===== config.mk =====
export PLATFORM = sky130hd
export DESIGN_NAME = dds_lab_top
export DESIGN_NICKNAME = d
export VERILOG_FILES = /design/src/logic/apb_pkg.sv /design/src/logic/dds_pkg.sv /design/src/logic/dds_core.sv /design/src/logic/dds_lab_top.sv /design/src/logic/dds_regs.sv /design/src/logic/modulator.sv /design/src/logic/symbol_gen.sv
export VERILOG_INCLUDE_DIRS = /design/src /design/src/include
export SDC_FILE = /design/constraint.sdc
export NUM_CORES = 1
export LEC_CHECK = 0
export ABC_AREA = 1
export BUFFER_PORTS_ARGS = -buffer_cell sky130_fd_sc_hd__buf_2
export CAP_MARGIN = 20
export CORE_MARGIN = 1.5
export CORE_UTILIZATION = 45
export DETAILED_ROUTE_END_ITERATION = 10
export REMOVE_ABC_BUFFERS = 1
export SKIP_LAST_GASP = 1
export SYNTH_ARGS = -nofsm -noshare
export SYNTH_HDL_FRONTEND = slang
export SYNTH_HIERARCHICAL = 1
export SYNTH_SLANG_ARGS = --single-unit

===== constraint.sdc =====
create_clock -name CLK_50M -period 5.7 [get_ports CLK_50M]
set_clock_uncertainty 0.15 [all_clocks]
set_input_delay 0.855 -clock CLK_50M [delete_from_list [all_inputs] [get_ports CLK_50M]]
set_output_delay 0.855 -clock CLK_50M [all_outputs]
set_load 0.005 [all_outputs]

===== src/include/sine_quarter.svh =====
`ifndef SINE_QUARTER_SVH
`define SINE_QUARTER_SVH

// first quadrant of sine, amplitude 2047, sampled at bin centres
// so the mirrored quadrant lines up without a repeated point
function automatic logic [10:0] sine_quarter(input logic [5:0] idx);
   case (idx)
      6'd0:  sine_quarter = 11'd25;
      6'd1:  sine_quarter = 11'd75;
      6'd2:  sine_quarter = 11'd126;
      6'd3:  sine_quarter = 11'd176;
      6'd4:  sine_quarter = 11'd226;
      6'd5:  sine_quarter = 11'd275;
      6'd6:  sine_quarter = 11'd325;
      6'd7:  sine_quarter = 11'd375;
      6'd8:  sine_quarter = 11'd424;
      6'd9:  sine_quarter = 11'd473;
      6'd10: sine_quarter = 11'd522;
      6'd11: sine_quarter = 11'd570;
      6'd12: sine_quarter = 11'd618;
      6'd13: sine_quarter = 11'd666;
      6'd14: sine_quarter = 11'd713;
      6'd15: sine_quarter = 11'd760;
      6'd16: sine_quarter = 11'd806;
      6'd17: sine_quarter = 11'd852;
      6'd18: sine_quarter = 11'd898;
      6'd19: sine_quarter = 11'd943;
      6'd20: sine_quarter = 11'd987;
      6'd21: sine_quarter = 11'd1031;
      6'd22: sine_quarter = 11'd1074;
      6'd23: sine_quarter = 11'd1116;
      6'd24: sine_quarter = 11'd1158;
      6'd25: sine_quarter = 11'd1199;
      6'd26: sine_quarter = 11'd1239;
      6'd27: sine_quarter = 11'd1279;
      6'd28: sine_quarter = 11'd1318;
      6'd29: sine_quarter = 11'd1356;
      6'd30: sine_quarter = 11'd1393;
      6'd31: sine_quarter = 11'd1430;
      6'd32: sine_quarter = 11'd1465;
      6'd33: sine_quarter = 11'd1500;
      6'd34: sine_quarter = 11'd1533;
      6'd35: sine_quarter = 11'd1566;
      6'd36: sine_quarter = 11'd1598;
      6'd37: sine_quarter = 11'd1629;
      6'd38: sine_quarter = 11'd1659;
      6'd39: sine_quarter = 11'd1688;
      6'd40: sine_quarter = 11'd1716;
      6'd41: sine_quarter = 11'd1743;
      6'd42: sine_quarter = 11'd1769;
      6'd43: sine_quarter = 11'd1793;
      6'd44: sine_quarter = 11'd1817;
      6'd45: sine_quarter = 11'd1840;
      6'd46: sine_quarter = 11'd1861;
      6'd47: sine_quarter = 11'd1881;
      6'd48: sine_quarter = 11'd1901;
      6'd49: sine_quarter = 11'd1919;
      6'd50: sine_quarter = 11'd1936;
      6'd51: sine_quarter = 11'd1951;
      6'd52: sine_quarter = 11'd1966;
      6'd53: sine_quarter = 11'd1979;
      6'd54: sine_quarter = 11'd1992;
      6'd55: sine_quarter = 11'd2003;
      6'd56: sine_quarter = 11'd2012;
      6'd57: sine_quarter = 11'd2021;
      6'd58: sine_quarter = 11'd2028;
      6'd59: sine_quarter = 11'd2035;
      6'd60: sine_quarter = 11'd2039;
      6'd61: sine_quarter = 11'd2043;
      6'd62: sine_quarter = 11'd2046;
      6'd63: sine_quarter = 11'd2047;
   endcase
endfunction

`endif


===== src/logic/apb_pkg.sv =====
`default_nettype none

package apb_pkg;

   typedef logic [7:0]  apb_addr_t;   // byte address
   typedef logic [31:0] apb_data_t;

   //////////////////////////////////////////////////
   // bus bundles
   //////////////////////////////////////////////////
   typedef struct packed {
      apb_addr_t paddr;
      logic      psel;
      logic      penable;
      logic      pwrite;
      apb_data_t pwdata;
   } apb_req_t;

   typedef struct packed {
      apb_data_t prdata;
      logic      pready;
      logic      pslverr;
   } apb_rsp_t;

   // register map
   localparam apb_addr_t ctrl_addr      = 8'h00;   // [1:0] wave_sel, [5:4] mod_sel
   localparam apb_addr_t phase_inc_addr = 8'h04;
   localparam apb_addr_t tick_div_addr  = 8'h08;
   localparam apb_addr_t symbol_addr    = 8'h0C;   // read only, [4:0]

endpackage

`default_nettype wire


===== src/logic/dds_pkg.sv =====
`default_nettype none

package dds_pkg;

   //////////////////////////////////////////////////
   // signal path widths
   //////////////////////////////////////////////////
   typedef logic [31:0] phase_t;    // accumulator value and increment
   typedef logic [11:0] sample_t;   // offset binary, mid scale 2048
   typedef logic [4:0]  symbol_t;   // lfsr state

   localparam sample_t sample_mid = 12'h800;

   // selector codes
   typedef logic [1:0] wave_sel_t;
   typedef logic [1:0] mod_sel_t;

   localparam wave_sel_t wave_sin = 2'd0;
   localparam wave_sel_t wave_cos = 2'd1;
   localparam wave_sel_t wave_saw = 2'd2;
   localparam wave_sel_t wave_squ = 2'd3;

   localparam mod_sel_t mod_ask  = 2'd0;
   localparam mod_sel_t mod_fsk  = 2'd1;
   localparam mod_sel_t mod_qpsk = 2'd2;
   localparam mod_sel_t mod_lfsr = 2'd3;   // raw lfsr bit

   //////////////////////////////////////////////////
   // bundles between blocks
   //////////////////////////////////////////////////
   typedef struct packed {
      sample_t sin;
      sample_t cos;
      sample_t squ;
      sample_t saw;
   } waveforms_t;

   typedef struct packed {
      wave_sel_t wave_sel;
      mod_sel_t  mod_sel;
      phase_t    phase_inc;
      phase_t    tick_div;   // symbol period in clocks
   } dds_ctrl_t;

endpackage

`default_nettype wire


===== src/logic/dds_core.sv =====
`timescale 1ns/1ps
`default_nettype none

module dds_core
   import dds_pkg::*;
(
   input  wire        CLK_50M,
   input  wire        reset_from_key,
   input  wire        phase_t phase_inc,
   output waveforms_t waves
);

`include "sine_quarter.svh"

   localparam phase_t quarter_turn = 32'h4000_0000;

   phase_t phase;
   phase_t phase_cos;   // sine a quarter turn ahead

   // fold one quadrant of table into a full period
   function automatic sample_t fold_sine(input phase_t ph);
      logic [5:0]  idx;
      logic [10:0] amp;
      idx = ph[30] ? ~ph[29:24] : ph[29:24];   // odd quadrants run backwards
      amp = sine_quarter(idx);
      if (ph[31])
         fold_sine = sample_mid - sample_t'(amp);
      else
         fold_sine = sample_mid + sample_t'(amp);
   endfunction

   assign phase_cos = phase + quarter_turn;

   //////////////////////////////////////////////////
   // phase accumulator
   //////////////////////////////////////////////////
   always_ff @(posedge CLK_50M)
   begin
      if (reset_from_key)
         phase <= '0;
      else
         phase <= phase + phase_inc;   // wraps mod 2^32
   end

   // samples lag the phase by one clock
   always_ff @(posedge CLK_50M)
   begin
      waves.sin <= fold_sine(phase);
      waves.cos <= fold_sine(phase_cos);
      waves.squ <= {12{phase[31]}};
      waves.saw <= phase[31:20];
   end

endmodule

`default_nettype wire


===== src/logic/dds_lab_top.sv =====
`timescale 1ns/1ps
`default_nettype none

module dds_lab_top
   import dds_pkg::*;
   import apb_pkg::*;
#(
   parameter phase_t  default_phase_inc = 32'd258,
   parameter phase_t  tick_div_reset    = 32'd50_000_000,   // one symbol per second
   parameter symbol_t lfsr_seed         = 5'd1
)
(
   input  wire      CLK_50M,
   input  wire      reset_from_key,
   input  wire      apb_req_t apb_req,
   output apb_rsp_t apb_rsp,
   output sample_t  sig_out,
   output sample_t  mod_out,
   output symbol_t  symbol
);

   dds_ctrl_t  ctrl;    // register block settings
   waveforms_t waves;

   dds_regs #(
      .default_phase_inc (default_phase_inc),
      .tick_div_reset    (tick_div_reset)
   ) regs0 (
      .CLK_50M        (CLK_50M),
      .reset_from_key (reset_from_key),
      .apb_req        (apb_req),
      .apb_rsp        (apb_rsp),
      .symbol         (symbol),
      .ctrl           (ctrl)
   );

   symbol_gen #(
      .lfsr_seed (lfsr_seed)
   ) sym0 (
      .CLK_50M        (CLK_50M),
      .reset_from_key (reset_from_key),
      .tick_div       (ctrl.tick_div),
      .symbol         (symbol)
   );

   dds_core core0 (
      .CLK_50M        (CLK_50M),
      .reset_from_key (reset_from_key),
      .phase_inc      (ctrl.phase_inc),
      .waves          (waves)
   );

   modulator mod0 (
      .CLK_50M        (CLK_50M),
      .reset_from_key (reset_from_key),
      .waves          (waves),
      .symbol         (symbol),
      .wave_sel       (ctrl.wave_sel),
      .mod_sel        (ctrl.mod_sel),
      .sig_out        (sig_out),
      .mod_out        (mod_out)
   );

endmodule

`default_nettype wire


===== src/logic/dds_regs.sv =====
`timescale 1ns/1ps
`default_nettype none

module dds_regs
   import dds_pkg::*;
   import apb_pkg::*;
#(
   parameter phase_t default_phase_inc = 32'd258,
   parameter phase_t tick_div_reset    = 32'd50_000_000
)
(
   input  wire       CLK_50M,
   input  wire       reset_from_key,
   input  wire       apb_req_t apb_req,
   output apb_rsp_t  apb_rsp,
   input  wire       symbol_t symbol,
   output dds_ctrl_t ctrl
);

   logic      access;     // second cycle of a transfer
   logic      wr_en;
   logic      rd_en;
   logic      addr_hit;
   apb_data_t rd_data;

   assign access = apb_req.psel && apb_req.penable;
   assign wr_en  = access && apb_req.pwrite;
   assign rd_en  = access && !apb_req.pwrite;

   //////////////////////////////////////////////////
   // address decode and read mux
   //////////////////////////////////////////////////
   always_comb
   begin
      addr_hit = 1'b1;
      rd_data  = '0;
      case (apb_req.paddr)
         ctrl_addr:      rd_data = {26'd0, ctrl.mod_sel, 2'd0, ctrl.wave_sel};
         phase_inc_addr: rd_data = ctrl.phase_inc;
         tick_div_addr:  rd_data = ctrl.tick_div;
         symbol_addr:    rd_data = {27'd0, symbol};
         default:        addr_hit = 1'b0;   // unmapped, reads as zero
      endcase
   end

   // zero wait states
   assign apb_rsp = '{prdata: rd_en ? rd_data : '0, pready: 1'b1, pslverr: access && !addr_hit};

   always_ff @(posedge CLK_50M)
   begin
      if (reset_from_key)
      begin
         ctrl.wave_sel  <= wave_sin;
         ctrl.mod_sel   <= mod_ask;
         ctrl.phase_inc <= default_phase_inc;
         ctrl.tick_div  <= tick_div_reset;
      end
      else if (wr_en)
      begin
         case (apb_req.paddr)
            ctrl_addr:
            begin
               ctrl.wave_sel <= wave_sel_t'(apb_req.pwdata[1:0]);
               ctrl.mod_sel  <= mod_sel_t'(apb_req.pwdata[5:4]);
            end
            phase_inc_addr: ctrl.phase_inc <= apb_req.pwdata;
            tick_div_addr:  ctrl.tick_div  <= apb_req.pwdata;
            default:        ;   // symbol is read only
         endcase
      end
   end

   // master side of the bus must never run an access phase without select
   apb_penable_needs_psel: assert property (@(posedge CLK_50M) disable iff (reset_from_key)
      apb_req.penable |-> apb_req.psel);

endmodule

`default_nettype wire


===== src/logic/modulator.sv =====
`timescale 1ns/1ps
`default_nettype none

module modulator
   import dds_pkg::*;
(
   input  wire     CLK_50M,
   input  wire     reset_from_key,
   input  wire     waveforms_t waves,
   input  wire     symbol_t symbol,
   input  wire     wave_sel_t wave_sel,
   input  wire     mod_sel_t mod_sel,
   output sample_t sig_out,
   output sample_t mod_out
);

   sample_t sig_next;
   sample_t qpsk_sample;
   sample_t mod_next;

   always_comb
   begin
      case (wave_sel)
         wave_sin: sig_next = waves.sin;
         wave_cos: sig_next = waves.cos;
         wave_saw: sig_next = waves.saw;
         wave_squ: sig_next = waves.squ;
      endcase
   end

   // two symbol bits pick one of four carrier phases
   always_comb
   begin
      case (symbol[1:0])
         2'd0: qpsk_sample = waves.sin;
         2'd1: qpsk_sample = waves.cos;
         2'd2: qpsk_sample = ~waves.sin;   // offset binary, so ~ mirrors about mid scale
         2'd3: qpsk_sample = ~waves.cos;
      endcase
   end

   always_comb
   begin
      case (mod_sel)
         mod_ask:  mod_next = symbol[0] ? waves.sin : '0;
         mod_fsk:  mod_next = waves.sin;   // frequency comes from the phase_inc register
         mod_qpsk: mod_next = qpsk_sample;
         mod_lfsr: mod_next = symbol[0] ? sample_mid : '0;
      endcase
   end

   always_ff @(posedge CLK_50M)
   begin
      if (reset_from_key)
      begin
         sig_out <= '0;
         mod_out <= '0;
      end
      else
      begin
         sig_out <= sig_next;
         mod_out <= mod_next;
      end
   end

endmodule

`default_nettype wire


===== src/logic/symbol_gen.sv =====
`timescale 1ns/1ps
`default_nettype none

module symbol_gen
   import dds_pkg::*;
#(
   parameter symbol_t lfsr_seed = 5'd1
)
(
   input  wire     CLK_50M,
   input  wire     reset_from_key,
   input  wire     phase_t tick_div,
   output symbol_t symbol
);

   phase_t tick_cnt;
   logic   tick_wrap;

   // >= also catches a divider written below the running count
   assign tick_wrap = (tick_div != '0) && (tick_cnt >= tick_div - phase_t'(1));

   always_ff @(posedge CLK_50M)
   begin
      if (reset_from_key)
      begin
         tick_cnt <= '0;
         symbol   <= lfsr_seed;
      end
      else if (tick_div != '0)   // zero divider freezes both
      begin
         if (tick_wrap)
         begin
            tick_cnt <= '0;
            symbol   <= {symbol[3:0], symbol[4] ^ symbol[2]};   // x^5 + x^3 + 1
         end
         else
            tick_cnt <= tick_cnt + phase_t'(1);
      end
   end

   symbol_never_zero: assert property (@(posedge CLK_50M) disable iff (reset_from_key)
      symbol != '0);

   // one cycle of slack right after the divider is rewritten
   tick_cnt_in_range: assert property (@(posedge CLK_50M) disable iff (reset_from_key)
      (tick_div != '0) && $stable(tick_div) |-> tick_cnt < tick_div);

endmodule

`default_nettype wire

# Word-level counts from Yosys, hierarchy flattened
# Memories as Yosys holds them, arrays and structs flattened.
# Index checks and enable logic that the tools add are counted.
# totals
in_bits,45
elab_cells,71
memories,2
register_bits,198
romBits,1408
out_inout_bits,63
# mem_list
memory,words,word_bits,read_ports,rd_ports_with_merged_regs,wr,line,source
(no name shown),64,11,1,0,0,sine_quarter.svh:7,case (idx)
(no name shown),64,11,1,0,0,sine_quarter.svh:7,
# classes
n_reduce_logical,17
bitwise_logic,5
n_eq_ne,12
n_lt_le_gt_ge,1
add_sub_neg,8
muxes,13
# ops
cell,count
$pmux W12 S4,3
$pmux W32 S4,1
$mux W32,2
$mux W12,4
$add A32 B1 Y32 const B,1
$add A32 B31 Y32 const B,1
$add A32 B32 Y32,1
$ge A32 B32 Y1,1
$reduce_bool A32 Y1,1
$sub A32 B1 Y32 const B,1
$add A12 B11 Y12 const A,2
$not A12 Y12,2
$sub A12 B11 Y12 const A,2
$eq A8 B4 Y1 const B,2
$eq A2 B2 Y1 const B,6
$mux W6,2
$not A6 Y6,2
$eq A8 B3 Y1 const B,1
$logic_not A8 Y1,1
$reduce_and A2 Y1,4
$eq A2 B1 Y1 const B,3
$logic_not A2 Y1,3
$logic_and A1 B1 Y1,5
$reduce_or A4 Y1,1
3 further kinds,4

# Longest topological paths before layout
# Gate-level depths: netlist (run 1).
# An unclocked memory read counts as a cell.
# logic_depth
ltp_word,6
depth_mapped,22
depth_no_buf,21

# By module
# Netlist (run 1), hierarchy kept.
# modules_own_cells
module,seq_area_each_um2,area_each_um2,cells_each,instances
dds_core,1361.3,6193.4,1007,1
symbol_gen,740.7,3931.3,576,1
dds_regs,1361.3,3530.9,552,1
modulator,480.5,1536.5,247,1

# Least setup slack after synthesis (run 1)
# OpenSTA, ideal clock, no wires.
# synth_timing
kind,reg-to-reg
startpoint,register regs0/ctrl[0] (netlist name)
endpoint,register sym0.tick_cnt[2]
stages_incl_launch_ff,22
period_less_slack_ns,2.952
setup_ns,0.116
t_arrival_ns,2.686
n_path_buf,1
slack_ns,2.748
required_ns,5.434
path_cell_list,dfxtp_1 inv_1 ha_1 nand2_1 inv_2 nand3_2 nor2_4 inv_2 nor3_2 nand3_1 xor2_1 ha_1 nand2_1 nor2_1 nand2_1 nor2_1 nand2_1 nand2_4 nand2_4 nand2_4 buf_6 nor2_1
# synth_via
elab_chain_len,4
word_cells_on_any_way,5
cone_classes,add/sub: 1; order compare: 1; mux: 1; reduce/logical: 2
# synth_rtl
item,line,source
$sub A32 B1 Y32,symbol_gen.sv:20,assign tick_wrap = (tick_div != '0) && (tick_cnt >= tick_div - phase_t'(1));
$ge A32 B32 Y1,symbol_gen.sv:20,
$logic_and A1 B1 Y1,symbol_gen.sv:20,
$mux W32,symbol_gen.sv:31,if (tick_wrap)
to (signal assigned),symbol_gen.sv:37,tick_cnt <= tick_cnt + phase_t'(1);
to (decl),symbol_gen.sv:16,phase_t tick_cnt;
# Parallel ways exist; a longest one is shown, timed or not.
# A chain may end at the register's enable or synchronous reset.

==> run metrics, run 1 <==
die span in y approximately 190 um; crit path time final 3.87 ns; Synth cell types 58; Synth Cell Area about 15000 um^2; Worst IR Drop VDD around 0.23 mV; max-slew violations 0; crit-path cells buf_2 > nor2_2 > nand2_4 > nor2_4 > nor2_1 > nand2_2 > nand2_4 > nor2_1 > buf_2; Routed WL roughly 48000 um; core box area ~33000 um^2; crit start category input pin; worst relative slew slack around 42%; Setup Buffers After CTS 0; number of global-route vias before repair roughly 14000; Leakage just under 0.008 uW; Reg clk slew, reported paths 0.09 ns; grt met1 use 37.3%; Seq/Total Area, Yosys 26.0%; Synth Register Bits between 150 and 200; ANT cells 0; peak fanout along the critical path 31; Yosys warning total 6; Rows 67; Clock Path Buffers 2; CTS tree yes; Hold Vio Cnt, Final 0; Tcrit/Tclk final between 60% and 70%; Via-to-Cell Ratio between 5 and 6; met2 usage 43.0%; clk sinks roughly 200; Worst Path Arrival about 2.9 ns; grt ovf 0; Async SR Flop Fraction 0%; area leader, netlist dfxtp_1; f_max 258 MHz; critical path class in -> out; P per Cell Area roughly 170 nW/um^2; GR peak layer met2; cell family with most CP delay simple AND/OR/NAND/NOR gates; setup_tns 0 ns; Inserted Clock Buffers 17; final net count between 2000 and 3000; Buf/Inv on CP 2; share of post-route cells with drive strength above 1 13.6%; number of synthesized flops with an enable pin 0; WL/cell between 15 and 20 um; drt initial violations 1315; Setup Viol. Count Final 0; Mapped Cells approximately 2400; CTS resizes 0; Area Overhead vs Synth 7.21%; critical path endpoint category primary output; gpl congestion roughly 0.95; Remaining DRCs 0; PnR Total Power roughly 2800 uW; syn_area_per_cell 6.38 um^2; first-pass GRT wire length 75600 um; commonest non-fill, non-tap cell in the layout nand2_1; status completed; Critical Path Max Stage Delay approximately 0.67 ns; # hold bufs at CTS 0; Die W approximately 190 um; synth top area cells dfxtp_1 26%, nand2_1 17%, ha_1 7.3%; Skew-Pair Late Insertion Delay ~0.45 ns; final HPWL from detailed placement around 37000 um; initial antenna violation count 0; Worst Hold Class reg -> reg; vias roughly 15000; 1st-pass router iterations 7; Worst Tran Pin Value 0.867 ns; io pins 108; GRT Util Overall a little over a quarter; met3 usage 4.38%; port bufs approximately 110; die area 34900 um^2; commonest cells after routing, fill and taps aside 700 x nand2_1, 287 x nor2_1, 224 x inv_1; top-area cell type share of the netlist area 26.0%; CP required around 4.7 ns; clock tree root driver cell clkbuf_16; H-tree depth 4; starting density of the core a little under half; RSZ-0062 raised after global routing false; Worst path slowest cell nor2_4; Post-synth top flop dfxtp_1; max_cap viols 0; ANT nets after route 0; pin count of the biggest net entering global routing 65
==> layer usage <==
layer / part of all wire (%) / vias to the layer above
met2: 44 / 497
li1: - / 7681
met5: 0 / -
met1: 46 / 7017
met4: 2.8 / 0
met3: 7.1 / 75
==> report_power, final <==
part           switching [uW]  internal (uW)
Clock                     652            611
Combinational            76.3           37.9
Sequential               6.71           1380
Total                     735           2030
==> final timing paths <==
| path | from | endpoint | slack [ns] | cells past startpoint |
|---|---|---|---|---|
| max | apb_req[42] | apb_rsp[6] | 1.83 | 9 |
| min reg2reg | core0/phase[22] | core0/waves[2] | 0.24 | 0 |
| max reg2reg | core0/phase[30] | core0/waves[34] | 2.02 | 14 |
| min | core0/phase[22] | core0/waves[2] | 0.24 | 0 |
==> Yosys cell counts (9+ instances only) <==
cell type and instances:
nand2_1 700, nor2_1 287, inv_1 224, nand3_1 211, dfxtp_1 197, o21ai_0 113, a21oi_1 112, ha_1 89
nor2_2 50, nand2_2 38, xor2_1 36, nor2_4 30, buf_4 28, inv_2 27, nand4_1 26, buf_6 22
o21ai_1 21, xnor2_1 20, buf_2 17, clkbuf_1 15, nor3_1 15, a31oi_1 14, nand2_4 12, nand3_2 9
o21a_1 9
==> flip-flops by register name, indices dropped and copies added (netlist names) <==
register       flops
mod0/sig_out      12
mod0/mod_out      12
core0/phase       32
regs0/ctrl        68
core0/waves       36
sym0/tick_cnt     32
sym0/symbol        5
==> worst reg2reg max path: cells and delay by family, from the launching register on <==
family / cells / cell delay [ns]
buffers and inverters: 3 / 0.38
flip-flops: 1 / 0.71
AND/OR/NAND/NOR: 9 / 1.97
AO/OA/AOI/OAI: 1 / 0.19
adder cells (fa/ha/maj): 1 / 0.19
==> metrics by stage <==
stage	cells	instance area [um^2]	hold WS [ns]	util [%]	setup slack, ns
3_5_place_dp	2854	15700	0.251	47.0	1.83
4_1_cts	2886	16300	0.247	48.8	1.83
2_1_floorplan	2295	14500	0.184	-	2.35
3_3_place_gp	2854	15700	0.250	47.0	1.90
5_1_grt	2886	16300	0.242	48.8	1.61
6_report	2886	16300	0.242	48.8	1.83
==> cell families after synthesis <==
family	count (synthesis)	synth area share, %
adders and majority gates	90	7.46
AOI/OAI and AO/OA	293	10.6
and+or+nand+nor	1401	42.0
buffers and inverters	342	10.6
DFF	197	26.0
xor gates and xnor gates	58	3.44
other	1	0.0247
==> layout make-up <==
| class | count | area (um^2) |
|---|---|---|
| clock inverters | 14 | 170 |
| inverters | 255 | 965 |
| fillers | 3568 | 17100 |
| multi-input cells | 1843 | 9640 |
| clock buffers | 18 | 439 |
| flip-flops and latches | 197 | 3940 |
| repair buffers | 111 | 568 |
| well taps | 448 | 561 |
No activity file was read; power rests on OpenSTA's default activity.
==> run 2, diff against run 1 <==
- clock period: 5.7 -> 3.2 ns (I/O delays scaled with it)
==> run 2 against run 1 <==
Cell area up 3.8%; worst setup slack worse by 1.8 ns; power up 77%; first-iteration DRC count down 8.2%; register-to-register slack worse by 2.0 ns; utilization up 1.9 points; combinational power up 85%; flip-flop and latch count unchanged; clock-buffer cell count down 1; via count up 1.5%; non-clock buffer count up 64.
==> run metrics, run 2 (synthesis results as in run 1) <==
status completed; clock tree root driver cell clkbuf_16; pin count of the biggest net entering global routing 65 (unchanged); core box area 33400 um^2 (unchanged); worst relative slew slack 44.7% (+2.5 points); GRT Util Overall 27.6% (+0.50 points); first-pass GRT wire length 76900 um (+1.8%); grt ovf 0 (unchanged); CTS tree yes; Top reg by flops regs0/ctrl; P per Cell Area 289 nW/um^2 (+70%); Inserted Clock Buffers 17 (unchanged); Reg clk slew, reported paths 0.08 ns (about the same); crit-path cells nor2_4 > nand3_2 > nor2_4 > nand2_4 > nor2_4 > inv_2 > nor3_4 > nand2_1 > xor2_1 > ha_1 > nand2_1 > nor2_1 > nand2_1 > inv_1 > a21oi_4 > nand2_4 > nand2_4 > nand2_4 > buf_12 > nor2_1; ANT cells 0 (unchanged); max-slew violations 0 (unchanged); max reg flops 68 (unchanged); Worst Hold Class in -> reg; die span in y 187 um (unchanged); Tcrit/Tclk final roughly 99%; die area 34900 um^2 (unchanged); share of post-route cells with drive strength above 1 16.9% (+3.3 points); # hold bufs at CTS 0 (unchanged); crit start category register; clk sinks 197 (unchanged); CP required 3.44 ns (-1.26 ns); Worst Tran Pin Value 0.829 ns (-0.0378 ns); H-tree depth 4 (unchanged); Net Sw Frac 26.4% (-0.14 points); vias 15492 (+1.5%); drt initial violations 1207 (-8.2%); Worst path slowest cell dfxtp_4; Area Overhead vs Synth 11.3%; Skew-Pair Late Insertion Delay 0.46 ns (about the same); cell family with most CP delay simple AND/OR/NAND/NOR gates; number of global-route vias before repair 14394 (+2.8%); starting density of the core 45.5% (unchanged); Routed WL 48200 um (+1.1%); Rows 67 (unchanged); Leakage 0.00807 uW (+4.7%); internal power 3600 uW (+77%); final HPWL from detailed placement 38000 um (+3.9%); Clock Path Buffers 2 (unchanged); Setup Viol. Count Final 0 (unchanged); final net count 2624 (+2.5%); crit path time final roughly 3.2 ns; RSZ-0062 raised after global routing true; NetSw 1290 uW (+76%); peak fanout along the critical path 19 (-39%); Buf/Inv on CP 3 (+1); Remaining DRCs 0 (unchanged); Worst Path Arrival 3.41 ns (+0.54 ns); gpl congestion 0.943 (-1.0%); fillcell total 3528 (-1.1%); most used cell, CP nand2_4; Via-to-Cell Ratio 5.25 (-0.75%); Hold Vio Cnt, Final 0 (unchanged); ANT nets after route 0 (unchanged); WL/cell 16.4 um (-1.1%); Clock power frac 45.0% (-0.6 points); io pins 108 (unchanged); critical path class reg -> reg; top flop regs regs0/ctrl: 68 flops, core0/waves: 36 flops; commonest cells after routing, fill and taps aside 696 x nand2_1, 284 x nor2_1, 222 x inv_1; Die W 187 um (unchanged); 1st-pass router iterations 5 (-2); PnR Total Power 4890 uW (+77%); final core area utilization 50.7% (+1.9 points); max_cap viols 0 (unchanged); Sequential Power Share 50.6% (+0.3 points); critical path endpoint category register; combinational power share 4.3% (+0.2 points); Critical Path Max Stage Delay 0.38 ns (-0.29 ns); Worst IR Drop VDD 0.401 mV (+73%); f_max 316 MHz; port bufs 106 (unchanged); commonest non-fill, non-tap cell in the layout nand2_1; initial antenna violation count 2 (+2)
-- run 2: worst register-to-register path: stages, from the launching register on --
cell     delay [ns]
dfxtp_4        0.38
nor2_4         0.12
nand3_2        0.08
nor2_4         0.12
nand2_4        0.07
nor2_4         0.17
inv_2          0.08
nor3_4         0.26
nand2_1        0.11
xor2_1         0.17
ha_1           0.33
nand2_1        0.07
nor2_1         0.05
nand2_1        0.11
inv_1          0.09
a21oi_4        0.22
nand2_4        0.10
nand2_4        0.08
nand2_4        0.06
buf_12         0.17
nor2_1         0.12
-- run 2: stage by stage --
stage	std cells	area [um^2]	setup WS, ns	setup TNS (ns)	hold slack, ns
2_1_floorplan	2295	14500	0.203	0	0.184
3_3_place_gp	2910	16100	0.0736	0	0.250
3_5_place_dp	2910	16100	0.00558	0	0.248
4_1_cts	2942	16700	0.0226	0	0.0696
5_1_grt	2950	16900	-0.129	-2.85	0.0889
6_report	2950	16900	0.0340	0	0.0916
-- run 2: layer usage --
metal	part of all wire (%)	global-route usage [%]	routed length (um)
met4	3.0	9.12	1430
met2	45	43.9	21600
met5	0.017	0	8
met3	6.2	4.34	2970
met1	46	38.1	22200
-- run 2: power groups by stage --
stage | registers [uW] | logic, uW | clock network (uW)
2_1_floorplan | 2530 | 108 | 0
3_3_place_gp | 2540 | 208 | 0
3_5_place_dp | 2540 | 209 | 0
4_1_cts | 2480 | 210 | 2260
5_1_grt | 2480 | 233 | 2360
6_report | 2480 | 211 | 2200
-- run 2: cell type report --
type | instances | area [um^2] | area share, %
clock buffer | 17 | 425 | 2.52
clock inverter | 15 | 180 | 1.07
inverter | 255 | 967 | 5.72
multi-input combinational | 1843 | 9740 | 57.6
sequential | 197 | 3960 | 23.4
tap | 448 | 561 | 3.31
timing repair buffer | 175 | 1080 | 6.39
-- run 2: path summary, 6_finish.rpt --
check,from,slack (ns),cells after the start,endpoint
worst max register to register,regs0/ctrl[2],0.03,20,sym0/tick_cnt[22]
worst max-delay path,regs0/ctrl[2],0.03,20,sym0/tick_cnt[22]
worst min-delay path,apb_req[19],0.09,3,regs0/ctrl[19]
worst min register to register,core0/phase[22],0.26,0,core0/waves[2]
-- run 2: what timing repair did --
item | CTS | global route
cloned | 0 | 0
pin swaps | 0 | 13
buffers inserted | 0 | 8
endpoints found under the setup margin | 7 | 42
gates resized for setup | 2 | 36
